### src/include/window_defs.svh
`ifndef WINDOW_DEFS_SVH
`define WINDOW_DEFS_SVH

// Register port geometry
`define WIN_ADDR_W        20
`define WIN_DATA_W        32

// Register map
`define WIN_REG_SIZE      20'h00000
`define WIN_REG_MAX_SIZE  20'h00004
`define WIN_REG_LOAD      20'h00008
`define WIN_REG_LOAD_LAST 20'h0000C

// Window geometry
`define WIN_MAX_SIZE      256
`define WIN_SIZE_W        9
`define WIN_IDX_W         8
`define WIN_COMP_W        16

// Output buffer and credits
`define WIN_BUF_DEPTH     8
`define WIN_BUF_PTR_W     3
`define WIN_CREDIT_W      4

`endif
### src/rtl/window_pkg.sv
`include "window_defs.svh"

package window_pkg;

  // Q1.15 window coefficient
  typedef logic signed [`WIN_COMP_W-1:0] coeff_t;

  // Complex sample, I in the upper half
  typedef struct packed {
    logic signed [`WIN_COMP_W-1:0] i;
    logic signed [`WIN_COMP_W-1:0] q;
  } sample_t;

  // Coefficient view of a register word
  typedef struct packed {
    logic [`WIN_DATA_W-`WIN_COMP_W-1:0] pad;
    coeff_t                             coeff;
  } reg_coeff_t;

  // Window size view of a register word
  typedef struct packed {
    logic [`WIN_DATA_W-`WIN_SIZE_W-1:0] pad;
    logic [`WIN_SIZE_W-1:0]             size;
  } reg_size_t;

  // One write word, decoded per target register
  typedef union packed {
    reg_coeff_t coeff_v;
    reg_size_t  size_v;
  } reg_word_u;

endpackage

### src/rtl/window_mult.sv
`timescale 1ns/10ps

module window_mult (
  input  logic                clk,
  input  logic                rst,
  input  logic                in_valid,
  input  window_pkg::sample_t in_data,
  input  logic                in_last,
  input  window_pkg::coeff_t  coeff_rd,
  output logic                mult_valid,
  output window_pkg::sample_t mult_data,
  output logic                mult_last
);

  import window_pkg::*;

  // Round half up, drop 15 fraction bits, clip to 16 bits
  function automatic coeff_t round_sat(input logic signed [31:0] prod);
    logic signed [31:0] rounded;
    logic signed [16:0] shifted;
    rounded = prod + 32'sd16384;
    shifted = rounded[31:15];
    case (shifted[16:15])
      2'b01:   round_sat = 16'sh7FFF;
      2'b10:   round_sat = 16'sh8000;
      default: round_sat = shifted[15:0];
    endcase
  endfunction

  // Stage 1 holds the sample while the memory is read
  sample_t            s1_data;
  logic               s1_valid;
  logic               s1_last;
  // Stage 2 holds the raw products
  logic signed [31:0] s2_prod_i;
  logic signed [31:0] s2_prod_q;
  logic               s2_valid;
  logic               s2_last;

  // ------------------------------------------------
  // Valid and last through the stages
  // ------------------------------------------------
  always_ff @(posedge clk) begin
    if (rst) begin
      s1_valid   <= 1'b0;
      s1_last    <= 1'b0;
      s2_valid   <= 1'b0;
      s2_last    <= 1'b0;
      mult_valid <= 1'b0;
      mult_last  <= 1'b0;
    end else begin
      s1_valid   <= in_valid;
      s1_last    <= in_last;
      s2_valid   <= s1_valid;
      s2_last    <= s1_last;
      mult_valid <= s2_valid;
      mult_last  <= s2_last;
    end
  end

  // ------------------------------------------------
  // Data path
  // ------------------------------------------------
  always_ff @(posedge clk) begin
    s1_data     <= in_data;
    // Full 32-bit signed products
    s2_prod_i   <= s1_data.i * coeff_rd;
    s2_prod_q   <= s1_data.q * coeff_rd;
    mult_data.i <= round_sat(s2_prod_i);
    mult_data.q <= round_sat(s2_prod_q);
  end

endmodule

### config.mk
export PLATFORM = sky130hd
export DESIGN_NAME = window_mult
export DESIGN_NICKNAME = d
export VERILOG_FILES = /design/src/rtl/window_pkg.sv /design/src/rtl/window_mult.sv
export VERILOG_INCLUDE_DIRS = /design/src /design/src/include
export SDC_FILE = /design/constraint.sdc
export NUM_CORES = 1
export LEC_CHECK = 0
export BUFFER_PORTS_ARGS = -buffer_cell sky130_fd_sc_hd__buf_2
export CORE_MARGIN = 2
export CORE_UTILIZATION = 55
export CTS_BUF_LIST = sky130_fd_sc_hd__clkbuf_4
export CTS_CLUSTER_SIZE = 24
export DETAILED_ROUTE_END_ITERATION = 10
export GPL_TIMING_DRIVEN = 0
export PLACE_DENSITY = 0.84
export SYNTH_ARGS = -nofsm -noshare
export SYNTH_HDL_FRONTEND = slang
export SYNTH_SLANG_ARGS = --single-unit
### constraint.sdc
create_clock -name clk -period 8.8 [get_ports clk]
set_clock_uncertainty 0.15 [all_clocks]
set_input_delay 1.32 -clock clk [delete_from_list [all_inputs] [get_ports clk]]
set_output_delay 1.32 -clock clk [all_outputs]
set_load 0.01 [all_outputs]
Word-level counts from Yosys, hierarchy flattened. Cells that the tools add are included.

Add/sub/neg operators: 2. Multipliers: 2. Equality and inequality tests: 4. Multiplexer cells: 2.

Operators by type and width (count): 32-bit by 16-bit adder with 32-bit output (second input constant) (2); 16-bit by 16-bit multiplier with 32-bit output (2); 16-bit one-hot mux with 2 select lines (2); 2-bit by 1-bit equality test with 1-bit output (second input constant) (2); 2-bit equality test (second input constant) (2).

Register bits after elaboration: 134. Input port bits: 52. Output and inout bits: 34. Word-level logic and storage cells: 22.

Logic depth before layout (Yosys ltp).
Depth after elaboration: 3. Gate-level depth with buffers: 24. Depth with buffers taken out: 23.

Least setup slack after synthesis. No wires, ideal clock.

Path type: input -> register. Start: in coeff_rd[1]. End: reg s2_prod_i[31]. Library setup time: 0.072 ns. Arrival: 6.803 ns. Data required time: 8.578 ns. Slack: 1.775 ns. Stages on the path: 21. Buffers on the path: 1. Path through: clkbuf_1 -> nand2_1 -> inv_1 -> fa_1 -> fa_1 -> fa_1 -> fa_1 -> fa_1 -> inv_1 -> fa_1 -> inv_1 -> ha_1 -> a21o_1 -> a21o_1 -> a21o_1 -> a21oi_1 -> o21a_1 -> a41o_1 -> nand2b_1 -> a21oi_1 -> xnor2_1.

Longest elaborated chain between the ends: 1.

RTL lines: start: declaration (line window_mult.sv:9) `input window_pkg::coeff_t coeff_rd,`; 16-bit by 16-bit multiplier with 32-bit output (line window_mult.sv:67) `s2_prod_i <= s1_data.i * coeff_rd;`; end signal: assignment (line window_mult.sv:67); end: declaration (line window_mult.sv:35) `logic signed [31:0] s2_prod_i;`.

Every way passes these cells. A chain may end at the register's enable or synchronous reset.

Worst setup path after layout.
Start: in coeff_rd[6]. End: reg s2_prod_i[31].

Same word-level chain as after synthesis.

==> impl_results.md <==
- Post-CTS sizing: 0
- Endpoints failing setup: 0
- Clock buffer count from CTS: 9
- Die area: 41100 sq um
- I/O pin count: 86
- Yosys top cell area share: 0.481
- Synth area leaders: fa_1, inv_1, dfxtp_1
- Placed cell area: roughly 23000 sq um
- ANT nets after route: 0
- Most numerous cell in the Yosys netlist: inv_1
- WL final: 53100 um
- # fillers: approximately 3.2k
- Initial DRT Pass Iterations: 7
- Final HPWL DP: ~45000 um
- Via Count: about 16k
- Mapped Cells: 2285
- Number of DRC markers in iteration 0: 1136
- Clock Sinks: 106
- Placeable Area: 38800 sq um
- FP Rows: 72
- Slew Viols, Final: 0
- Die H: 203 um
- First-pass GRT wire length: 88900 um
- Vias in the first global route: ~18k
- Share of cells above drive strength 1: 0.0457
- CP Max Fanout: 10
- Top FF cell, synth: dfxtp_1
- Max-cap violations: 0
- Final #Nets: 3119
- Area leader, netlist: fa_1
- Drt wl/cell: about 18 um
- Critical Path End Type: register
- P&R area growth vs syn: 5.58%
- Die W: around 200 um
- Crit path DAT: 8.04 ns
- CP Buf/Inv Count: 6
- CTS clock-pin slew for the worst setup and hold paths: between 0.2 and 0.25 ns
- Worst-margin pin slew: approximately 0.89 ns
- Async S/R FF share, synth: 0
- # Post-CTS Setup Buffers: 0
- Worst slew margin: 0.403
- Vias/cell: around 5.4
- Placed cell count: between 2k and 3k
- Crit-path cells: buf_2 -> clkbuf_1 -> and2_1 -> fa_1 -> inv_1 -> fa_1 -> fa_1 -> inv_1 -> fa_1 -> fa_1 -> inv_1 -> fa_1 -> inv_1 -> ha_1 -> nand3_1 -> nor2_1 -> o211ai_1 -> a211oi_1 -> o2111ai_1 -> a41o_1 -> nand2b_1 -> a21oi_1 -> xnor2_1
- Crit path max-delay family: adder cells
- Critical path's most frequent cell: fa_1
- Final TNS setup: 0 ns
- Syn Area/Cell: ~9.5 sq um
- Max Fclk: 131 MHz
- H-tree Lvls: 3
- Final Cell Area: 23000 sq um
- GRT Util Overall: 0.282
- Worst setup SP type: input port
- Yosys reg bits: approximately 110
- Initial core utilization: 0.560
- CP required: 9.23 ns
- Mapped Area: 21700 sq um
- Status: finished, final reports clean
- Worst path slowest cell: clkbuf_1
- Finished Layout Cells: 2910
- Clock Tree Buf Depth: 2
- Synth cell types: 46
- Post-synth EDFFs: 0
- Initial antenna violation count: 5
- IO Port Bufs: 85
- Final period util: 0.865
- CTS tree: done
- Critical path type: input port to register
- Fin. Hold Viols: 0
- Seq/Total Area, Yosys: 0.0976
- Gr ovfl total: 0
- Max stage delay on crit path: 0.67 ns
- Hold WC Path Type: register to register
- Syn Nets: 3023
- # DRC: 0
- RSZ-0062 raised after global routing: no
- Ys Warns: 0
- CTS Root Cell: clkbuf_4
- Fin crit period: about 7.6 ns
- Synth top cells by count: inv_1, fa_1, nand2_1
- Final Wtd Congestion: 0.959
- Largest net degree at the start of global routing: 19
- # hold bufs at CTS: 0
- Skew-Pair Late Insertion Delay: 0.68 ns
==> stage by stage <==
stage                     setup WS, ns   util  hold WS (ns)
after global placement           0.820  0.588         0.270
after detailed placement         0.646  0.588         0.276
after global routing             0.978  0.591         0.298
after floorplan                   1.78      -         0.264
final                             1.19  0.591         0.268
after CTS                         1.37  0.591         0.283
==> flip-flops by register name, indices dropped and copies added (netlist names) <==
| signal | cells |
|---|---|
| s1_data | 32 |
| s1_valid | 1 |
| mult_valid | 1 |
| s2_prod_i | 18 |
| s2_valid | 1 |
| s2_prod_q | 18 |
| mult_data | 32 |
| s1_last | 1 |
| s2_last | 1 |
| mult_last | 1 |
==> layer usage <==
| metal | GRT usage | share of wire |
|---|---|---|
| met2 | 0.466 | 0.49 |
| met3 | 0.0689 | 0.094 |
| met1 | 0.351 | 0.37 |
| met5 | 0 | 0 |
| met4 | 0.130 | 0.050 |
==> worst register-to-register path, cell delays in order, from the launching register on <==
cell	delay (ns)
dfxtp_1	0.68
clkbuf_1	0.52
nand2_1	0.16
fa_1	0.53
fa_1	0.56
fa_1	0.53
inv_1	0.06
fa_1	0.49
fa_1	0.49
inv_1	0.05
fa_1	0.48
inv_1	0.04
ha_1	0.28
nand3_1	0.10
nor2_1	0.23
o211ai_1	0.34
a211oi_1	0.62
o2111ai_1	0.33
a41o_1	0.31
nand2b_1	0.11
a21oi_1	0.09
xnor2_1	0.13
==> cells in the final DEF (no fill, tap or decap), drive strengths merged, types with 3 or more instances in the layout <==
cell type and instances:
xor2 34, clkbuf 99, nand3 21, and2 247, fa 522, nor2b 7
and3 4, nand2 257, o21ai 16, a21o 14, o21a 11, a31oi 4
nand2b 11, diode 6, ha 164, nand4 12, inv 573, xnor2 47
nor2 61, dfxtp 106, a211oi 4, buf 85, o21bai 3, nor3 3
a21oi 53
==> area by class of cell <==
cell class / count / area [sq um] / share of cell area
flip-flops and latches: 106 / 2120 / 0.0924
clock inverters: 6 / 50.0 / 0.00218
diodes: 6 / 15.0 / 0.000654
clock buffers: 10 / 75.1 / 0.00327
repair buffers: 85 / 425 / 0.0185
well taps: 518 / 648 / 0.0282
inverters: 571 / 2140 / 0.0934
multi-input cells: 1519 / 17100 / 0.747
plain buffers: 89 / 334 / 0.0146
==> worst paths after layout <==
check / start / endpoint / slack (ns) / depth (start not counted)
worst max-delay path: coeff_rd[6] / s2_prod_i[31] / 1.19 / 23
worst min-delay path: s2_last / mult_last / 0.27 / 1
worst max register to register: s1_data[27] / s2_prod_i[31] / 1.48 / 21
worst min register to register: s2_last / mult_last / 0.27 / 1
==> kinds of logic after synthesis <==
kind of cell,after synthesis,synth area share
multiplexers,2,0.00104
buffers and inverters,660,0.114
flip-flops,106,0.0976
AO/OA/AOI/OAI,121,0.0362
adder cells (fa/ha/maj),686,0.575
XOR/XNOR,81,0.0326
AND/OR/NAND/NOR,629,0.144
Power is left out: the tool's default activity adds up to more than one toggle a clock period on the data nets, which glitch-free logic cannot reach.
