File: src/include/window_defs.svh
`ifndef WINDOW_DEFS_SVH
`define WINDOW_DEFS_SVH

// Register port geometry
`define WIN_ADDR_W        20
`define WIN_DATA_W        32

// Register map
`define WIN_REG_SIZE      20'h00000
`define WIN_REG_MAX_SIZE  20'h00004
`define WIN_REG_LOAD      20'h00008
`define WIN_REG_LOAD_LAST 20'h0000C

// Window geometry
`define WIN_MAX_SIZE      256
`define WIN_SIZE_W        9
`define WIN_IDX_W         8
`define WIN_COMP_W        16

// Output buffer and credits
`define WIN_BUF_DEPTH     8
`define WIN_BUF_PTR_W     3
`define WIN_CREDIT_W      4

`endif
File: src/rtl/window_pkg.sv
`include "window_defs.svh"

package window_pkg;

  // Q1.15 window coefficient
  typedef logic signed [`WIN_COMP_W-1:0] coeff_t;

  // Complex sample, I in the upper half
  typedef struct packed {
    logic signed [`WIN_COMP_W-1:0] i;
    logic signed [`WIN_COMP_W-1:0] q;
  } sample_t;

  // Coefficient view of a register word
  typedef struct packed {
    logic [`WIN_DATA_W-`WIN_COMP_W-1:0] pad;
    coeff_t                             coeff;
  } reg_coeff_t;

  // Window size view of a register word
  typedef struct packed {
    logic [`WIN_DATA_W-`WIN_SIZE_W-1:0] pad;
    logic [`WIN_SIZE_W-1:0]             size;
  } reg_size_t;

  // One write word, decoded per target register
  typedef union packed {
    reg_coeff_t coeff_v;
    reg_size_t  size_v;
  } reg_word_u;

endpackage

File: src/rtl/window_regs.sv
`timescale 1ns/10ps

`include "window_defs.svh"

module window_regs (
  input  logic                      clk,
  input  logic                      rst,
  // Register port
  input  logic                      req_wr,
  input  logic                      req_rd,
  input  logic [`WIN_ADDR_W-1:0]    req_addr,
  input  logic [`WIN_DATA_W-1:0]    req_data,
  output logic                      resp_ack,
  output logic [`WIN_DATA_W-1:0]    resp_data,
  // Control to the datapath
  output logic [`WIN_SIZE_W-1:0]    window_size,
  output logic                      coeff_wr_en,
  output window_pkg::coeff_t        coeff_wr_data,
  output logic                      coeff_wr_last
);

  import window_pkg::*;

  localparam logic [`WIN_DATA_W-1:0] MAX_SIZE_WORD = `WIN_MAX_SIZE;

  // Write word seen through the union
  reg_word_u wr_word;

  assign wr_word = req_data;

  // ------------------------------------------------
  // Ack, size register and load strobe
  // ------------------------------------------------
  always_ff @(posedge clk) begin
    if (rst) begin
      resp_ack    <= 1'b0;
      window_size <= `WIN_SIZE_W'(`WIN_MAX_SIZE);
      coeff_wr_en <= 1'b0;
    end else begin
      // Any access answered next cycle
      resp_ack    <= req_wr | req_rd;
      coeff_wr_en <= 1'b0;
      if (req_wr) begin
        case (req_addr)
          `WIN_REG_SIZE: begin
            window_size <= wr_word.size_v.size;
          end
          `WIN_REG_LOAD, `WIN_REG_LOAD_LAST: begin
            coeff_wr_en <= 1'b1;
          end
          default: begin
            // Unmapped write ignored
          end
        endcase
      end
    end
  end

  // ------------------------------------------------
  // Coefficient payload and read data
  // ------------------------------------------------
  always_ff @(posedge clk) begin
    // Payload follows the strobe
    coeff_wr_data <= wr_word.coeff_v.coeff;
    coeff_wr_last <= (req_addr == `WIN_REG_LOAD_LAST);

    // Read mux, zero for writes and holes
    resp_data <= '0;
    if (req_rd) begin
      case (req_addr)
        `WIN_REG_SIZE:     resp_data <= `WIN_DATA_W'(window_size);
        `WIN_REG_MAX_SIZE: resp_data <= MAX_SIZE_WORD;
        default:           resp_data <= '0;
      endcase
    end
  end

endmodule

File: config.mk
export PLATFORM = sky130hd
export DESIGN_NAME = window_regs
export DESIGN_NICKNAME = d
export VERILOG_FILES = /design/src/rtl/window_pkg.sv /design/src/rtl/window_regs.sv
export VERILOG_INCLUDE_DIRS = /design/src /design/src/include
export SDC_FILE = /design/constraint.sdc
export NUM_CORES = 1
export LEC_CHECK = 0
export BUFFER_PORTS_ARGS = -buffer_cell sky130_fd_sc_hd__buf_2
export CAP_MARGIN = 20
export CORE_MARGIN = 4
export CORE_UTILIZATION = 33
export DETAILED_ROUTE_END_ITERATION = 8
export PLACE_DENSITY = 0.78
export SYNTH_ARGS = -nofsm -noshare
export SYNTH_HDL_FRONTEND = slang
export SYNTH_SLANG_ARGS = --single-unit
export TNS_END_PERCENT = 10
File: constraint.sdc
create_clock -name clk -period 1.05 [get_ports clk]
set_clock_uncertainty 0.05 [all_clocks]
set_input_delay 0.0525 -clock clk [delete_from_list [all_inputs] [get_ports clk]]
set_output_delay 0.0525 -clock clk [all_outputs]
set_load 0.01 [all_outputs]
# Word-level counts from Yosys, hierarchy flattened
# Index checks and enable logic that the tools add are counted.
dict set report op_classes {
  eq_ne 3
  n_mux 2
  bitwise_logic 2
  reduce_logical 4
}
# operator n
set ops {}
lappend ops {{== test 20 x 4 -> 1 bit, second input constant} 2}
lappend ops {{== test 20 x 3 -> 1 bit, second input constant} 1}
lappend ops {{logical NOT 20 bit} 1}
lappend ops {{case mux 9 bit (2 select lines)} 1}
lappend ops {{OR reduction 2 bit} 2}
lappend ops {{AND reduction 2 bit} 1}
lappend ops {{two-way mux 1 bit} 1}
lappend ops {{NOT 1 bit} 1}
lappend ops {{bitwise OR 1 bit} 1}
dict set report word_totals {
  reg_bits 60
  input_bits 56
  output_inout_bits 60
}

# Depth between registers and ports, before layout
dict set report logic_depth {
  depth_word 3
  mapped_depth 5
  mapped_depth_nobuf 4
}

# Worst setup path after synthesis
# OpenSTA, ideal clock, no wires.
dict set report synth_timing {
  path_type {in2reg}
  from {input req_addr[5]}
  to {register window_size[8]}
  setup_ns 0.125
  t_arrival_ns 0.982
  setup_slack_ns -0.107
  path_stages 3
  path_buffers 0
  cell_sequence {nor4_2 > nand4_1 > o41a_1}
}
dict set report synth_between {
  elab_chain_cells 2
}
# item line
set synth_rtl {}
lappend synth_rtl {{start, declared} window_regs.sv:11} ;# input logic [`WIN_ADDR_W-1:0] req_addr,
lappend synth_rtl {{logical NOT 20 bit} window_regs.sv:44} ;# case (req_addr)
lappend synth_rtl {{AND reduction 2 bit (no source line)} --}
lappend synth_rtl {{end signal, assigned} window_regs.sv:37} ;# window_size <= `WIN_SIZE_W'(`WIN_MAX_SIZE);
lappend synth_rtl {{end signal, assigned} window_regs.sv:46} ;# window_size <= wr_word.size_v.size;
lappend synth_rtl {{end, declared} window_regs.sv:16} ;# output logic [`WIN_SIZE_W-1:0] window_size,
# Every way passes these cells.
# A chain may end at the register's enable or synchronous reset.

# Worst setup path in the final report
dict set report layout_timing {
  from {input req_data[8]}
  to {register window_size[8]}
}
# item line
set layout_lines {}
lappend layout_lines {{start, declared} window_regs.sv:12} ;# input logic [`WIN_DATA_W-1:0] req_data,
# No word-level cell between the ends.

==> flow_metrics.tcl <==
set metrics [dict create \
    outcome "complete, no violations" \
    crit_path_end_kind "flip-flop" \
    ys.warnings.count 0 \
    initial_utilization_pct 34.7 \
    floorplan.rows 22 \
    max_clk_rate_mhz 1000 \
    timing_max_transition_violations_final 0 \
    multiInputGateArea_sq_um 478 \
    floorplan.die.width_um 70.8 \
    register_area_sq_um 741 \
    largest_net_degree_at_the_start_of_global_routing 13 \
    synth.top_cell.area_share_pct 57.0 \
    clock_pin_slew_reported_for_the_worst_setup_and_hold_paths_after_clock_tree_synthesis_ns 0.07 \
    synthArstFlopShare_pct 0 \
    post-place-cells 248 \
    num-nets-final 281 \
    placeableCoreArea_sq_mm 0.00374 \
    setup.worst_path.class "in -> reg" \
    port-buffer-count 76 \
    synth_sequential_area_ratio_pct 57.0 \
    routed_via_density 4.30 \
    worst_hold_path_type "in -> reg" \
    finalSetupViolations 0 \
    io-pin-count 116 \
    vias 1173 \
    fillerInstances 364 \
    layout.cells.non_filler 273 \
    clock_sinks 37 \
    worst-endpoint-required_ns 1.17 \
    htree_num_levels 2 \
    drt_first_iter_violations 56 \
    remaining_drc_errors 0 \
    pre_cts_ws_ns -0.281 \
    first_global_vias 1089 \
    timing.critical_path.max_delay_family "buffers and inverters" \
    final_layout_size_suffix_gt1_share_pct 44.0 \
    cts.repair_timing.setup_buffer_count 0 \
    avgSynthCellArea_sq_um 10.9 \
    power.density_cell_area_mw_per_mm2 1430 \
    biggest_area_contributors_in_the_synthesized_netlist "dfxtp_1 (57%), buf_4 (14%), and2_1 (4.8%), nand4_1 (4.3%), a21oi_1 (3.1%)" \
    design.die.area_sq_mm 0.00501 \
    gp_congestion 0.739 \
    finalWirelength_um 3230 \
    synth_area_sq_mm 0.00130 \
    finalHoldViolations 0 \
    worst-path-max-fanout 2 \
    ys_types 20 \
    grt_pass1_wl_um 5030 \
    synth_enable_flop_cells 0 \
    crit_path_max_incr_delay_ns 0.53 \
    areaGrowthSynthToFinish_pct 54.7 \
    ant_nets 0 \
    cts-root-to-sink-buffers 2 \
    tritoncts "done" \
    antenna_cells_inserted 0 \
    critical_path_arrival_ns 1.12 \
    worstSkewPairLatency_ns 0.28 \
    chipHeight_um 70.8 \
    overall_power_mw 2.87 \
    cts_buffers 5 \
    start_kind "input pin" \
    synth.ff_latch_count 37 \
    rsz_0062_raised_after_global_routing "yes" \
    period_share_pct 95.0 \
    drt-wirelength-per-cell_um 11.8 \
    worst_path_cell_trace "dlygate4sd3_1 -> buf_2 -> o41a_1" \
    vdd.ir_drop.worst_v 0.000643 \
    grt_overflow_total 0 \
    synth_largest_area_cell "dfxtp_1" \
    ys.flop_type "dfxtp_1" \
    crit_buf_inv 2 \
    cap_viol_max_count 0 \
    setup_slack_ns 0.0525 \
    antenna_found_initial 0 \
    critical-path-slowest-cell "dlygate4sd3_1" \
    clk_root_buffer_cell "clkbuf_8" \
    dp.final_hpwl_um 2400 \
    firstDrtPassIters 4 \
    synthCells 119 \
    leakage_nw 0.981 \
    timing.final.crit_period_ns 0.998 \
    grt_util_all_layers_pct 13.1 \
    timing.setup.tns_ns 0 \
]
## power by group
| group | total (mW) | internal, mW | switching [mW] |
|---|---|---|---|
| clock network | 1.14 | 0.689 | 0.455 |
| registers | 1.45 | 1.44 | 0.00742 |
| logic | 0.278 | 0.138 | 0.139 |
## path summary, 6_finish.rpt
| path | start | to | slack (ns) | depth (start not counted) |
|---|---|---|---|---|
| hold / removal | req_rd | resp_data[8] | 0.02 | 2 |
| setup reg to reg | window_size[8] | resp_data[8] | 0.26 | 2 |
| setup / recovery | req_data[8] | window_size[8] | 0.05 | 3 |
| hold reg to reg | window_size[1] | resp_data[1] | 0.42 | 1 |
## through the flow
step / hold WS (ns) / area [sq um] / utilization [%]
2_1_floorplan: 0.0302 / 1380 / -
3_3_place_gp: 0.105 / 1700 / 45.4
3_5_place_dp: 0.107 / 1700 / 45.4
4_1_cts: 0.0128 / 1980 / 53.0
5_1_grt: 0.0178 / 2010 / 53.7
6_report: 0.0240 / 2010 / 53.7
## worst reg2reg max path: stages (launching register included)
cell	delay (ns)
dfxtp_1	0.33
nor2_1	0.10
and4bb_1	0.20
## synthesized netlist by cell type, types with 3 or more instances
cell and count:
dfxtp_1 37, buf_4 25, and2_1 10, nand4_1 9, a21oi_1 8, o21ai_0 8, nor2_1 7, nor4_2 3
## logic make-up (layout without fill, tap and decap cells)
family	Yosys count	count (layout)	share of synthesized area (%)
flip-flops	37	37	57.0
AO/OA/AOI/OAI	18	18	7.41
other	1	23	0.288
AND/OR/NAND/NOR	37	37	20.6
buffers and inverters	26	110	14.7
## state kept, by name, indices dropped and copies added, names as in the netlist
name           cells
coeff_wr_last      1
resp_data          9
resp_ack           1
coeff_wr_data     16
window_size        9
coeff_wr_en        1
## layout make-up
type,count,share of cell area (%)
timing repair buffer,103,31.2
sequential,37,36.8
multi-input combinational,78,23.8
clock buffer,5,3.42
tap,48,2.99
clock inverter,2,1.74
## what timing repair did
| action | in CTS | in global routing |
|---|---|---|
| endpoints found under the setup margin | 0 | 20 |
| hold buffers | 18 | 0 |
| endpoints found under the hold margin | 26 | 0 |
| resized for setup | 0 | 6 |
## per-layer routing
layer | part of all wire, % | vias up | global-route usage, %
met1 | 38 | 508 | 15.8
met2 | 47 | 79 | 20.7
li1 | - | 577 | -
met4 | 2.4 | 0 | 7.72
met3 | 13 | 9 | 3.84
met5 | 0 | - | 0
## cells in the final DEF, fill, tap and decap left out, types with 5 or more instances in the layout
| cell type | n |
|---|---|
| conb_1 | 23 |
| a21oi_1 | 8 |
| dlygate4sd3_1 | 18 |
| nor2_1 | 7 |
| dfxtp_1 | 37 |
| buf_2 | 76 |
| and2_1 | 10 |
| buf_4 | 9 |
| nand4_1 | 9 |
| o21ai_0 | 6 |
| clkbuf_8 | 5 |
(Power assumes the default switching activity.)
