[config.mk]
export PLATFORM = sky130hd
export DESIGN_NAME = window_out_buf
export DESIGN_NICKNAME = d
export VERILOG_FILES = /design/src/rtl/window_pkg.sv /design/src/rtl/window_out_buf.sv
export VERILOG_INCLUDE_DIRS = /design/src /design/src/include
export SDC_FILE = /design/constraint.sdc
export NUM_CORES = 1
export LEC_CHECK = 0
export BUFFER_PORTS_ARGS = -buffer_cell sky130_fd_sc_hd__buf_2
export CORE_MARGIN = 2
export CORE_UTILIZATION = 40
export DETAILED_ROUTE_END_ITERATION = 10
export SETUP_SLACK_MARGIN = 0.05
export SYNTH_ARGS = -nofsm -noshare
export SYNTH_HDL_FRONTEND = slang
export SYNTH_SLANG_ARGS = --single-unit
[constraint.sdc]
create_clock -name clk -period 8.1 [get_ports clk]
set_input_delay 0.81 -clock clk [delete_from_list [all_inputs] [get_ports clk]]
set_output_delay 0.81 -clock clk [all_outputs]
set_load 0.01 [all_outputs]
[src/include/window_defs.svh]
`ifndef WINDOW_DEFS_SVH
`define WINDOW_DEFS_SVH

// Register port geometry
`define WIN_ADDR_W        20
`define WIN_DATA_W        32

// Register map
`define WIN_REG_SIZE      20'h00000
`define WIN_REG_MAX_SIZE  20'h00004
`define WIN_REG_LOAD      20'h00008
`define WIN_REG_LOAD_LAST 20'h0000C

// Window geometry
`define WIN_MAX_SIZE      256
`define WIN_SIZE_W        9
`define WIN_IDX_W         8
`define WIN_COMP_W        16

// Output buffer and credits
`define WIN_BUF_DEPTH     8
`define WIN_BUF_PTR_W     3
`define WIN_CREDIT_W      4

`endif
[src/rtl/window_pkg.sv]
`include "window_defs.svh"

package window_pkg;

  // Q1.15 window coefficient
  typedef logic signed [`WIN_COMP_W-1:0] coeff_t;

  // Complex sample, I in the upper half
  typedef struct packed {
    logic signed [`WIN_COMP_W-1:0] i;
    logic signed [`WIN_COMP_W-1:0] q;
  } sample_t;

  // Coefficient view of a register word
  typedef struct packed {
    logic [`WIN_DATA_W-`WIN_COMP_W-1:0] pad;
    coeff_t                             coeff;
  } reg_coeff_t;

  // Window size view of a register word
  typedef struct packed {
    logic [`WIN_DATA_W-`WIN_SIZE_W-1:0] pad;
    logic [`WIN_SIZE_W-1:0]             size;
  } reg_size_t;

  // One write word, decoded per target register
  typedef union packed {
    reg_coeff_t coeff_v;
    reg_size_t  size_v;
  } reg_word_u;

endpackage

[src/rtl/window_out_buf.sv]
`timescale 1ns/10ps

`include "window_defs.svh"

module window_out_buf (
  input  logic                clk,
  input  logic                rst,
  // From the multiplier
  input  logic                mult_valid,
  input  window_pkg::sample_t mult_data,
  input  logic                mult_last,
  // Downstream side
  input  logic                out_credit,
  output logic                out_valid,
  output window_pkg::sample_t out_data,
  output logic                out_last,
  // Upstream credit return
  output logic                in_credit
);

  import window_pkg::*;

  localparam logic [`WIN_BUF_PTR_W-1:0] PTR_ONE  = 1;
  localparam logic [`WIN_BUF_PTR_W:0]   CNT_ONE  = 1;
  localparam logic [`WIN_CREDIT_W-1:0]  CRED_ONE = 1;

  // FIFO storage
  sample_t data_mem [`WIN_BUF_DEPTH];
  logic    last_mem [`WIN_BUF_DEPTH];

  logic [`WIN_BUF_PTR_W-1:0] wr_ptr;
  logic [`WIN_BUF_PTR_W-1:0] rd_ptr;
  logic [`WIN_BUF_PTR_W:0]   fill;
  logic [`WIN_CREDIT_W-1:0]  credits;
  logic                      pop;

  // Send whenever data and a credit are both present
  assign pop       = (fill != '0) && (credits != '0);
  assign out_valid = pop;
  assign out_data  = data_mem[rd_ptr];
  assign out_last  = last_mem[rd_ptr];

  // Upstream guarantees no write into a full FIFO
  always_ff @(posedge clk) begin
    if (mult_valid) begin
      data_mem[wr_ptr] <= mult_data;
      last_mem[wr_ptr] <= mult_last;
    end
  end

  // ------------------------------------------------
  // Pointers, fill level and credits
  // ------------------------------------------------
  always_ff @(posedge clk) begin
    if (rst) begin
      wr_ptr    <= '0;
      rd_ptr    <= '0;
      fill      <= '0;
      credits   <= '0;
      in_credit <= 1'b0;
    end else begin
      if (mult_valid) begin
        wr_ptr <= wr_ptr + PTR_ONE;
      end
      if (pop) begin
        rd_ptr <= rd_ptr + PTR_ONE;
      end
      if (mult_valid && !pop) begin
        fill <= fill + CNT_ONE;
      end else if (pop && !mult_valid) begin
        fill <= fill - CNT_ONE;
      end
      // Grant with send leaves the count alone
      if (out_credit && !pop && credits != '1) begin
        credits <= credits + CRED_ONE;
      end else if (pop && !out_credit) begin
        credits <= credits - CRED_ONE;
      end
      // One returned credit per departed sample
      in_credit <= pop;
    end
  end

endmodule

Word-level counts from Yosys, hierarchy flattened. Memories as Yosys holds them, arrays and structs flattened. A register that Yosys moved wholly into a read port is not among the register bits. Index checks and enable logic that the tools add are counted. W data, S select, Z words.

Bits in writable memories: 264. Logic and storage cells: 37. Input bits: 37. Memories kept: 2. Flip-flop bits (word level): 15. Output and inout bits: 35.

Memories: data_mem (depth 8, width 32, read ports 1, clocked after memory_dff 1, write ports 1, RTL line window_out_buf.sv:28) `` sample_t data_mem [`WIN_BUF_DEPTH]; ``; last_mem (depth 8, width 1, read ports 1, clocked after memory_dff 1, write ports 1, RTL line window_out_buf.sv:29) `` logic last_mem [`WIN_BUF_DEPTH]; ``.

Add/subtract/negate cells: 6. Reduce and logical (&&, ||, !) cells: 13. Muxes and demuxes: 10. Eq/ne operators: 1.

Operator list (count): $mux W4 (4); $mux W3 (4); $add A4 B1 Y4 const B (2); $reduce_bool A4 Y1 (2); $sub A4 B1 Y4 const B (2); $add A3 B1 Y3 const B (2); $logic_and A1 B1 Y1 (6); $ne A4 B4 Y1 const B (1); $reduce_bool A2 Y1 (2); $logic_not A1 Y1 (3); $mux W1 (2).

Longest topological paths before layout. Gate-level depths: netlist (run 1).

Depth in word-level cells: 6. Mapped depth: 9. Gate-level depth less buffers: 9.

Least setup slack after synthesis (run 1). Ideal clock, no wire load.

Kind: input-to-reg. From: in mult_valid. To: mem data_mem[0][0] in the netlist's numbering, enable pin. Buffers on the path: 0. Arrival time: 3177 ps. Setup slack: 4459 ps. Stages: 2. Setup time: 464 ps. Cell sequence: nand2b_1 > nor3_1.

Cells in the longest elaborated chain, start to end: 2.

RTL lines: start: declaration (RTL line window_out_buf.sv:9) `input logic mult_valid,`; $mux W1 (RTL line window_out_buf.sv:45) `if (mult_valid) begin`; $mux W1 (not written as such) (RTL line window_out_buf.sv:46) `data_mem[wr_ptr] <= mult_data;`; end: declaration (RTL line window_out_buf.sv:28).

No other way between the ends.

==> flow_metrics.env, run 1 <==
export IMPL_clk_path_buf_depth=3
export IMPL_tns_ps=0
export IMPL_wl_per_cell_um=22.2
export IMPL_hold_class="reg2reg"
export IMPL_path_cells="buf_4 > mux4_2 > mux2_2 > buf_2"
export IMPL_clock_latency_ps=560
export IMPL_track_usage=0.149
export IMPL_p_leak_nw=4.05
export IMPL_htree_num_levels=1
export IMPL_worst_pin_slew_ps=1000
export IMPL_timing_rr_end="fill[3]"
export IMPL_p_switching_w=0.000942
export IMPL_firstDrtPassIters=4
export IMPL_slew_headroom=0.330
export IMPL_dr_max_layer_used="met5"
export IMPL_wl_met3_um=1080
export IMPL_yosys_warnings=0
export IMPL_pwr_share_clk=0.347
export IMPL_yosys_register_bits=282
export IMPL_placed_area_um2=11600
export IMPL_setup_ws_ps=4200
export IMPL_slowest_stage="dfxtp_4"
export IMPL_antenna_left=0
export IMPL_via_per_inst=5.28
export IMPL_critPathMaxStageDelay_ps=780
export IMPL_r2r_slack_ps=5400
export IMPL_min_period_over_period=0.482
export IMPL_seqPwrFrac=0.470
export IMPL_p_comb_frac=0.183
export IMPL_final_nets=626
export IMPL_drive_above_1_share=0.385
export IMPL_grt_max_degree=67
export IMPL_num_rows=60
export IMPL_n_fill_cell=2216
export IMPL_synth_area_um2=10800
export IMPL_postRouteWirelength_um=21000
export IMPL_powerDensity_nw_per_um2=299
export IMPL_hold_viol=0
export IMPL_place_hpwl_um=11300
export IMPL_place_port_buffers=71
export IMPL_cts_hold_buf=0
export IMPL_die_h_um=169
export IMPL_r2r_start="credits[0]"
export IMPL_cp_required_ps=7290
export IMPL_start_util=0.405
export IMPL_fin_skew_ps=29.1
export IMPL_cell_internal_pwr_w=0.00282
export IMPL_drv_cap=0
export IMPL_p_sw_frac=0.251
export IMPL_clk_pin_slew_ps=60
export IMPL_grt_pass1_vias=5390
export IMPL_cts_tree="built"
export IMPL_final_max_slew_viol_count=0
export IMPL_critPathCapture="out_data[27]"
export IMPL_antenna_found_initial=4
export IMPL_dr_wl_met2_um=10500
export IMPL_cts_sinks=282
export IMPL_coreArea_um2=26800
export IMPL_setup_violations=0
export IMPL_fin_crit_ps=3900
export IMPL_cts_setup_buffers=0
export IMPL_vias=4986
export IMPL_gp_congestion=0.692
export IMPL_synth_distinct_cells=34
export IMPL_rsz0062_at_grt="no"
export IMPL_synth_nets=536
export IMPL_irDropWorstVdd_mv=0.165
export IMPL_syn_area_per_cell_um2=22.1
export IMPL_crit_type="reg2out"
export IMPL_io_pins=72
export IMPL_worstSetupStartpointType="register"
export IMPL_dp_slack_ps=4650
export IMPL_cts_root_buf="clkbuf_16"
export IMPL_dr_first_iter_drc_count=378
export IMPL_cts_buffers=29
export IMPL_seq_area_frac_synth=0.764
export IMPL_clock_fmax_mhz=256
export IMPL_area_growth_pct=16.0
export IMPL_drc=0
export IMPL_status="finished clean"
export IMPL_cts_resized=0
export IMPL_cp_end_kind="output port"
export IMPL_critPathMaxFanout=36
export IMPL_grt_ovfl_total=0
export IMPL_postSynthCellCount=490
export IMPL_wl_met1_um=8930
export IMPL_ff2ff_path_depth=9
export IMPL_die_area_um2=28400
export IMPL_cp_arrival_ps=3090
export IMPL_die_w_um=169
export IMPL_grt_pass1_wl_um=31800
export IMPL_final_cell_area_um2=12600
==> sequential cells by signal, summed over array words and instances, names as in the netlist, named ones only <==
name and count:
in_credit 1, rd_ptr 3, last_mem 8, data_mem 256, credits 4, wr_ptr 3, fill 4
==> cells by family (layout without fill, tap and decap cells) <==
group | after synthesis | count (layout) | share of synthesized area
buffers and inverters | 26 | 138 | 0.0132
DFF | 282 | 282 | 0.764
other | 0 | 2 | 0
xor gates and xnor gates | 7 | 7 | 0.00565
AOI/OAI and AO/OA | 15 | 15 | 0.00888
and+or+nand+nor | 48 | 48 | 0.0211
adders and majority gates | 9 | 9 | 0.0118
muxes | 103 | 103 | 0.175
==> area by class of cell <==
cell class | instances | area [µm²] | area share
Antenna cell | 2 | 5.00 | 0.000398
Clock buffer | 35 | 748 | 0.0595
Clock inverter | 18 | 186 | 0.0148
Inverter | 4 | 15.0 | 0.00119
Multi-Input combinational cell | 182 | 2470 | 0.196
Sequential cell | 282 | 8300 | 0.660
Tap cell | 341 | 427 | 0.0339
Timing Repair Buffer | 81 | 430 | 0.0342
==> cells in the mapped netlist <==
| library cell | n | area share |
|---|---|---|
| edfxtp_1 | 264 | 0.73 |
| mux4_2 | 66 | 0.14 |
| mux2_2 | 34 | 0.035 |
| nor2_1 | 20 | 0.0069 |
| dfxtp_1 | 18 | 0.033 |
| clkbuf_1 | 11 | 0.0038 |
| a21oi_1 | 7 | 0.0032 |
| ha_1 | 7 | 0.0081 |
| nand2_1 | 7 | 0.0024 |
| buf_2 | 6 | 0.0028 |
| buf_6 | 5 | 0.0052 |
| nand3_1 | 5 | 0.0023 |
| nand2b_1 | 4 | 0.0023 |
| xor2_1 | 4 | 0.0032 |
| inv_1 | 3 | 0.0010 |
| mux2i_1 | 3 | 0.0028 |
| xnor2_1 | 3 | 0.0024 |
| fa_1 | 2 | 0.0037 |
| nand4_1 | 2 | 0.0012 |
| nor3_1 | 2 | 0.00092 |
| nor4_1 | 2 | 0.0012 |
| o211ai_1 | 2 | 0.0014 |
| or4_1 | 2 | 0.0014 |
| a211oi_1 | 1 | 0.00069 |
| a211oi_2 | 1 | 0.0012 |
| a21boi_0 | 1 | 0.00069 |
| a21o_1 | 1 | 0.00069 |
| a31oi_1 | 1 | 0.00058 |
| and2_1 | 1 | 0.00058 |
| inv_2 | 1 | 0.00035 |
| nand4b_1 | 1 | 0.00081 |
| nor2b_1 | 1 | 0.00058 |
| o21ai_1 | 1 | 0.00046 |
| or3_1 | 1 | 0.00058 |
==> worst min-delay path by stage <==
stage,startpoint,to,slack [ps],depth (start not counted)
2_1_floorplan,rd_ptr[1],register,450,2
3_3_place_gp,rd_ptr[1],register,450,2
3_5_place_dp,rd_ptr[1],register,470,2
4_1_cts,rd_ptr[1],register,480,2
5_1_grt,rd_ptr[1],register,510,2
6_report,rd_ptr[1],register,480,2
==> layout by cell type, fill, tap and decap left out, types with 2 or more instances in the layout <==
master / synthesis / routed
clkinv_1: 0 / 9
o211ai_1: 2 / 2
nand3_1: 5 / 5
nand2b_1: 4 / 4
fa_1: 2 / 2
diode_2: 0 / 2
buf_2: 6 / 71
mux4_2: 66 / 66
inv_6: 0 / 2
ha_1: 7 / 7
mux2i_1: 3 / 3
dfxtp_4: 0 / 2
xor2_1: 4 / 4
inv_1: 3 / 3
clkbuf_1: 11 / 6
or4_1: 2 / 2
a21oi_1: 7 / 7
bufinv_16: 0 / 4
mux2_2: 34 / 34
clkbuf_16: 0 / 29
nor4_1: 2 / 2
buf_4: 0 / 10
nor2_1: 20 / 14
nor3_2: 0 / 2
clkinv_2: 0 / 3
nand4_1: 2 / 2
nor2_4: 0 / 6
nand2_1: 7 / 7
dfxtp_1: 18 / 15
edfxtp_1: 264 / 264
xnor2_1: 3 / 3
==> metal layers <==
metal  vias to the layer above  global-route usage
met3                        36              0.0323
li1                       2213                   -
met1                      2625               0.197
met2                       108               0.254
met4                         4              0.0367
met5                         -                   0
==> stage by stage <==
step	utilization	hold slack [ps]	total power (W)	instances
2_1_floorplan	-	454	0.00229	490
3_3_place_gp	0.434	453	0.00247	890
3_5_place_dp	0.434	472	0.00250	890
4_1_cts	0.469	481	0.00381	943
5_1_grt	0.469	512	0.00392	943
6_report	0.469	480	0.00376	945
==> worst max-delay path, delay by kind of cell (launching register included) <==
| family | cells | cell delay (ps) |
|---|---|---|
| mux | 2 | 890 |
| buf+inv | 2 | 850 |
| flops | 1 | 780 |
==> power by group through the flow <==
stage | Clock (W) | Combinational [W] | Sequential [W]
finish | 0.00130 | 0.000688 | 0.00177
global route | 0.00139 | 0.000750 | 0.00178
CTS | 0.00133 | 0.000704 | 0.00177
detailed placement | 0 | 0.000701 | 0.00180
global placement | 0 | 0.000678 | 0.00180
floorplan | 0 | 0.000578 | 0.00171
Note: power is estimated with default switching activity, not from simulation.
==> run 2: changes to the inputs <==
--- a/config.mk
+++ b/config.mk
@@ -6,6 +6,7 @@
 export SDC_FILE = /design/constraint.sdc
 export NUM_CORES = 1
 export LEC_CHECK = 0
+export ABC_AREA = 1
 export BUFFER_PORTS_ARGS = -buffer_cell sky130_fd_sc_hd__buf_2
 export CORE_MARGIN = 2
 export CORE_UTILIZATION = 40
==> constraint.sdc (replaced) <==
create_clock -name clk -period 3.6 [get_ports clk]
set_input_delay 0.36 -clock clk [delete_from_list [all_inputs] [get_ports clk]]
set_output_delay 0.36 -clock clk [all_outputs]
set_load 0.01 [all_outputs]
==> flow_metrics.env, run 2 <==
export IMPL_seq_area_frac_synth=0.731
export IMPL_place_hpwl_um=13300
export IMPL_vias=7037
export IMPL_yosys_register_bits=282
export IMPL_crit_type="reg2out"
export IMPL_top_regs="data_mem: 256 flops, last_mem: 8 flops"
export IMPL_yosys_warnings=0
export IMPL_synth_flop_cell="edfxtp_1"
export IMPL_final_cells=1409
export IMPL_synth_area_um2=11300
export IMPL_drive_above_1_share=0.134
export IMPL_cts_buffers=29
export IMPL_critPathMaxFanout=36
export IMPL_synthArstFlopShare=0
export IMPL_status="finished clean"
export IMPL_fin_crit_ps=2890
export IMPL_clock_fmax_mhz=346
export IMPL_num_rows=61
export IMPL_grt_pass1_vias=6795
export IMPL_wl_per_cell_um=16.7
export IMPL_synth_area_leader_cell="edfxtp_1"
export IMPL_n_fill_cell=2484
export IMPL_place_inst=1355
export IMPL_synth_common_cells="edfxtp_1, nor2_1, nand2_1, o21ai_0, o21ai_1"
export IMPL_grt_pass1_wl_um=36300
export IMPL_final_common_cell="edfxtp_1"
export IMPL_setup_violations=0
export IMPL_min_period_over_period=0.803
export IMPL_clk_pin_slew_ps=60
export IMPL_grt_ovfl_total=0
export IMPL_yosys_top_cells_area="edfxtp_1, nor2_1, o21ai_0"
export IMPL_cp_arrival_ps=2530
export IMPL_synth_distinct_cells=22
export IMPL_dr_first_iter_drc_count=549
export IMPL_die_area_um2=29700
export IMPL_cts_root_buf="clkbuf_16"
export IMPL_area_growth_pct=13.7
export IMPL_track_usage=0.158
export IMPL_place_port_buffers=71
export IMPL_fin_skew_ps=5.16
export IMPL_hold_class="in2reg"
export IMPL_postRouteWirelength_um=23500
export IMPL_synth_edf_count=264
export IMPL_start_util=0.407
export IMPL_final_max_slew_viol_count=0
export IMPL_gp_congestion=0.711
export IMPL_powerDensity_nw_per_um2=685
export IMPL_drc=0
export IMPL_via_per_inst=4.99
export IMPL_largest_reg_flops=256
export IMPL_synth_nets=987
export IMPL_worst_pin_slew_ps=789
export IMPL_drv_cap=0
export IMPL_die_w_um=172
export IMPL_htree_num_levels=1
export IMPL_cts_tree="built"
export IMPL_fin_util=0.462
export IMPL_tns_ps=0
export IMPL_cts_sinks=282
export IMPL_hold_viol=0
export IMPL_postSynthCellCount=941
export IMPL_hold_path_startpoint="mult_data[23]"
export IMPL_hold_slack_ps=96.5
export IMPL_antenna_found_initial=3
export IMPL_netlist_area_leader_share=0.699
export IMPL_firstDrtPassIters=5
export IMPL_clock_latency_ps=530
export IMPL_coreArea_um2=27900
export IMPL_cp_end_kind="output port"
export IMPL_synth_most_common_cell="edfxtp_1"
export IMPL_cts_resized=0
export IMPL_p_leak_nw=4.54
export IMPL_r2r_start="wr_ptr[0]"
export IMPL_slew_headroom=0.473
export IMPL_largest_register="data_mem"
export IMPL_syn_area_per_cell_um2=12.0
export IMPL_io_pins=72
export IMPL_rsz0062_at_grt="no"
export IMPL_worstSetupStartpointType="register"
export IMPL_irDropWorstVdd_mv=0.340
export IMPL_cts_hold_buf=0
export IMPL_cp_required_ps=3240
export IMPL_layout_common_cells="edfxtp_1, nor2_1, nand2_1"
export IMPL_clk_path_buf_depth=3
export IMPL_die_h_um=172
export IMPL_antenna_left=0
export IMPL_final_nets=1054
export IMPL_grt_max_degree=71
export IMPL_cts_setup_buffers=0
[run 2: cell types whose count changed after synthesis, sizes merged, moves of 3 or more]
cell,before,now
clkbuf,11,17
o21ai,1,205
nor2,20,224
mux2i,3,0
nand2,7,131
a21oi,7,11
mux2,34,0
buf,11,35
mux4,66,0
inv,4,15
nand2b,4,0
[run 2: power breakdown]
group          switching (W)  internal [W]
logic                0.00144      0.000789
clock network        0.00116       0.00154
registers           0.000173       0.00372
[run 2: logic make-up after synthesis]
kind of cell	synth area share
flops	0.731
compound gates	0.0954
xor+xnor	0.00309
fa+ha+maj	0.0113
buf+inv	0.0371
simple gates	0.122
[run 2: final timing paths]
path	end	slack, ps	cells past startpoint
hold reg to reg	register	460	2
setup reg to reg	data_mem[6][19]	1540	3
setup / recovery	out_data[28]	710	7
hold / removal	data_mem[0][23]	100	1
[run 2: layout make-up]
class	instances	area, µm²	area share
tap	378	473	0.0367
multi-input combinational	592	2690	0.208
clock buffer	38	759	0.0590
inverter	15	57.6	0.00447
antenna	2	5.00	0.000389
clock inverter	14	83.8	0.00651
sequential	282	8300	0.644
timing repair buffer	88	520	0.0404
[run 2: metrics by stage]
step	worst slack, ps	area, µm²	total power [W]
after floorplan	1050	11300	0.00564
after global placement	1240	12000	0.00620
after detailed placement	1250	12000	0.00622
after CTS	677	12900	0.00891
after global routing	462	12900	0.00936
final	709	12900	0.00882
[run 2: critical path, stage by stage, from the launching register on]
cell and delay (ps):
dfxtp_4 560, clkinv_2 440, buf_4 400, o21ai_1 170
o21ai_1 70, nand2_1 60, nand2_1 120, buf_2 160
[run 2: layer usage]
| metal | wire length [µm] | global-route usage |
|---|---|---|
| met5 | 12 | 0 |
| met3 | 1070 | 0.0227 |
| met2 | 11400 | 0.270 |
| met4 | 436 | 0.0460 |
| met1 | 10600 | 0.211 |
==> run 3: changes to the inputs <==
--- a/config.mk
+++ b/config.mk
@@ -6,7 +6,7 @@
 export SDC_FILE = /design/constraint.sdc
 export NUM_CORES = 1
 export LEC_CHECK = 0
-export ABC_AREA = 1
+export ABC_AREA = 0
 export BUFFER_PORTS_ARGS = -buffer_cell sky130_fd_sc_hd__buf_2
 export CORE_MARGIN = 2
 export CORE_UTILIZATION = 40
==> constraint.sdc (replaced) <==
create_clock -name clk -period 2.8 [get_ports clk]
set_input_delay 0.28 -clock clk [delete_from_list [all_inputs] [get_ports clk]]
set_output_delay 0.28 -clock clk [all_outputs]
set_load 0.01 [all_outputs]
==> flow_metrics.env, run 3 (synthesis results as in run 1) <==
export IMPL_status="finished clean"
export IMPL_layout_common_cells="edfxtp_1, buf_2, mux4_2"
export IMPL_coreArea_um2=26800
export IMPL_critical_path_top_delay_family="simple AND/OR/NAND/NOR gates"
export IMPL_largest_reg_flops=256
export IMPL_p_leak_nw=4.19
export IMPL_cts_buffers=29
export IMPL_worstSetupStartpointType="register"
export IMPL_grt_pass1_wl_um=31500
export IMPL_grt_ovfl_total=0
export IMPL_top_regs="data_mem: 256 flops, last_mem: 8 flops"
export IMPL_irDropWorstVdd_mv=0.618
export IMPL_clk_path_buf_depth=3
export IMPL_tns_ps=0
export IMPL_drv_cap=0
export IMPL_wl_per_cell_um=21.3
export IMPL_die_area_um2=28400
export IMPL_antenna_found_initial=3
export IMPL_powerDensity_nw_per_um2=868
export IMPL_critPathBufInv=1
export IMPL_placed_area_um2=11800
export IMPL_final_max_slew_viol_count=0
export IMPL_setup_violations=0
export IMPL_clk_pin_slew_ps=60
export IMPL_die_h_um=169
export IMPL_cp_arrival_ps=3020
export IMPL_htree_num_levels=1
export IMPL_crit_top_cell="ha_1"
export IMPL_via_per_inst=5.25
export IMPL_path_cells="or4_1 > nand2_2 > ha_1 > inv_1 > ha_1 > a21oi_2 > a211oi_1 > a31oi_1 > mux2_2"
export IMPL_rsz0062_at_grt="no"
export IMPL_track_usage=0.146
export IMPL_cts_sinks=282
export IMPL_cp_required_ps=3230
export IMPL_largest_register="data_mem"
export IMPL_clock_fmax_mhz=385
export IMPL_dr_max_layer_used="met5"
export IMPL_worst_pin_slew_ps=720
export IMPL_antenna_left=0
export IMPL_cp_end_kind="register"
export IMPL_slew_headroom=0.518
export IMPL_firstDrtPassIters=4
export IMPL_wl_met3_um=1010
export IMPL_grt_pass1_vias=5440
export IMPL_num_rows=60
export IMPL_dr_first_iter_drc_count=370
export IMPL_gp_congestion=0.817
export IMPL_n_fill_cell=2158
export IMPL_hold_class="in2reg"
export IMPL_place_port_buffers=71
export IMPL_critPathMaxFanout=7
export IMPL_place_hpwl_um=11900
export IMPL_fin_skew_ps=11.3
export IMPL_postRouteWirelength_um=20400
export IMPL_final_common_cell="edfxtp_1"
export IMPL_slowest_stage="or4_1"
export IMPL_vias=5044
export IMPL_drive_above_1_share=0.399
export IMPL_die_w_um=169
export IMPL_io_pins=72
export IMPL_min_period_over_period=0.927
export IMPL_fin_crit_ps=2600
export IMPL_hold_viol=0
export IMPL_final_cell_area_um2=12900
export IMPL_clock_latency_ps=540
export IMPL_final_nets=642
export IMPL_critPathMaxStageDelay_ps=580
export IMPL_wl_met1_um=8920
export IMPL_cts_tree="built"
export IMPL_drc=0
export IMPL_area_growth_pct=19.0
export IMPL_cts_setup_buffers=0
export IMPL_crit_type="reg2reg"
export IMPL_grt_max_degree=30
export IMPL_dr_wl_met2_um=10200
export IMPL_cts_root_buf="clkbuf_16"
export IMPL_start_util=0.405
run 3: cell count changes in the layout (fill, tap and decap cells not counted), moves of 8 or more:
cell	delta
inv_1	-11
mux4_2	+66
o21ai_1	-81
nand2_1	-122
o21ai_0	-123
mux2_2	+34
nor2_1	-202
dlygate4sd3_1	+8
run 3: what timing repair did:
| action | 4_1_cts | 5_1_grt |
|---|---|---|
| hold buffers | 8 | 0 |
| endpoints found under the hold margin | 55 | 0 |
| endpoints found under the setup margin | 0 | 2 |
| gates resized for setup | 0 | 2 |
run 3: report_power, final:
part | switching [W] | internal [W]
Clock | 0.00152 | 0.00245
Sequential | 0.000162 | 0.00479
Combinational | 0.00110 | 0.00118
Total | 0.00279 | 0.00841
run 3: area by class of cell:
cell class,instances,area [µm²],area share
diodes,1,2.50,0.000194
clock buffers,33,741,0.0574
clock inverters,21,254,0.0197
inverters,4,15.0,0.00116
multi-input cells,182,2490,0.193
flip-flops and latches,282,8300,0.643
well taps,341,427,0.0331
repair buffers,97,683,0.0529
run 3: metrics by stage:
step | util | cells | power, W | setup slack, ps | hold slack, ps
floorplan | - | 490 | 0.00663 | 354 | 379
global placement | 0.441 | 898 | 0.00724 | 218 | 476
detailed placement | 0.441 | 898 | 0.00733 | 157 | 486
CTS | 0.481 | 960 | 0.0113 | 153 | 0.282
global route | 0.481 | 960 | 0.0116 | 81.9 | 12.3
finish | 0.482 | 961 | 0.0112 | 203 | 18.5
run 3: per-layer routing:
layer	vias to the layer above	GRT usage
met1	2638	0.195
met5	-	0
met3	33	0.0292
met2	122	0.249
li1	2247	-
met4	4	0.0326
run 3: worst paths after layout:
kind                               startpoint               to  slack (ps)  cells past startpoint
worst max-delay path               credits[0]          fill[3]         200                      9
worst min-delay path            mult_data[20]  data_mem[0][20]          20                      1
worst min register to register      rd_ptr[1]         register         490                      2
worst max register to register     credits[0]          fill[3]         200                      9
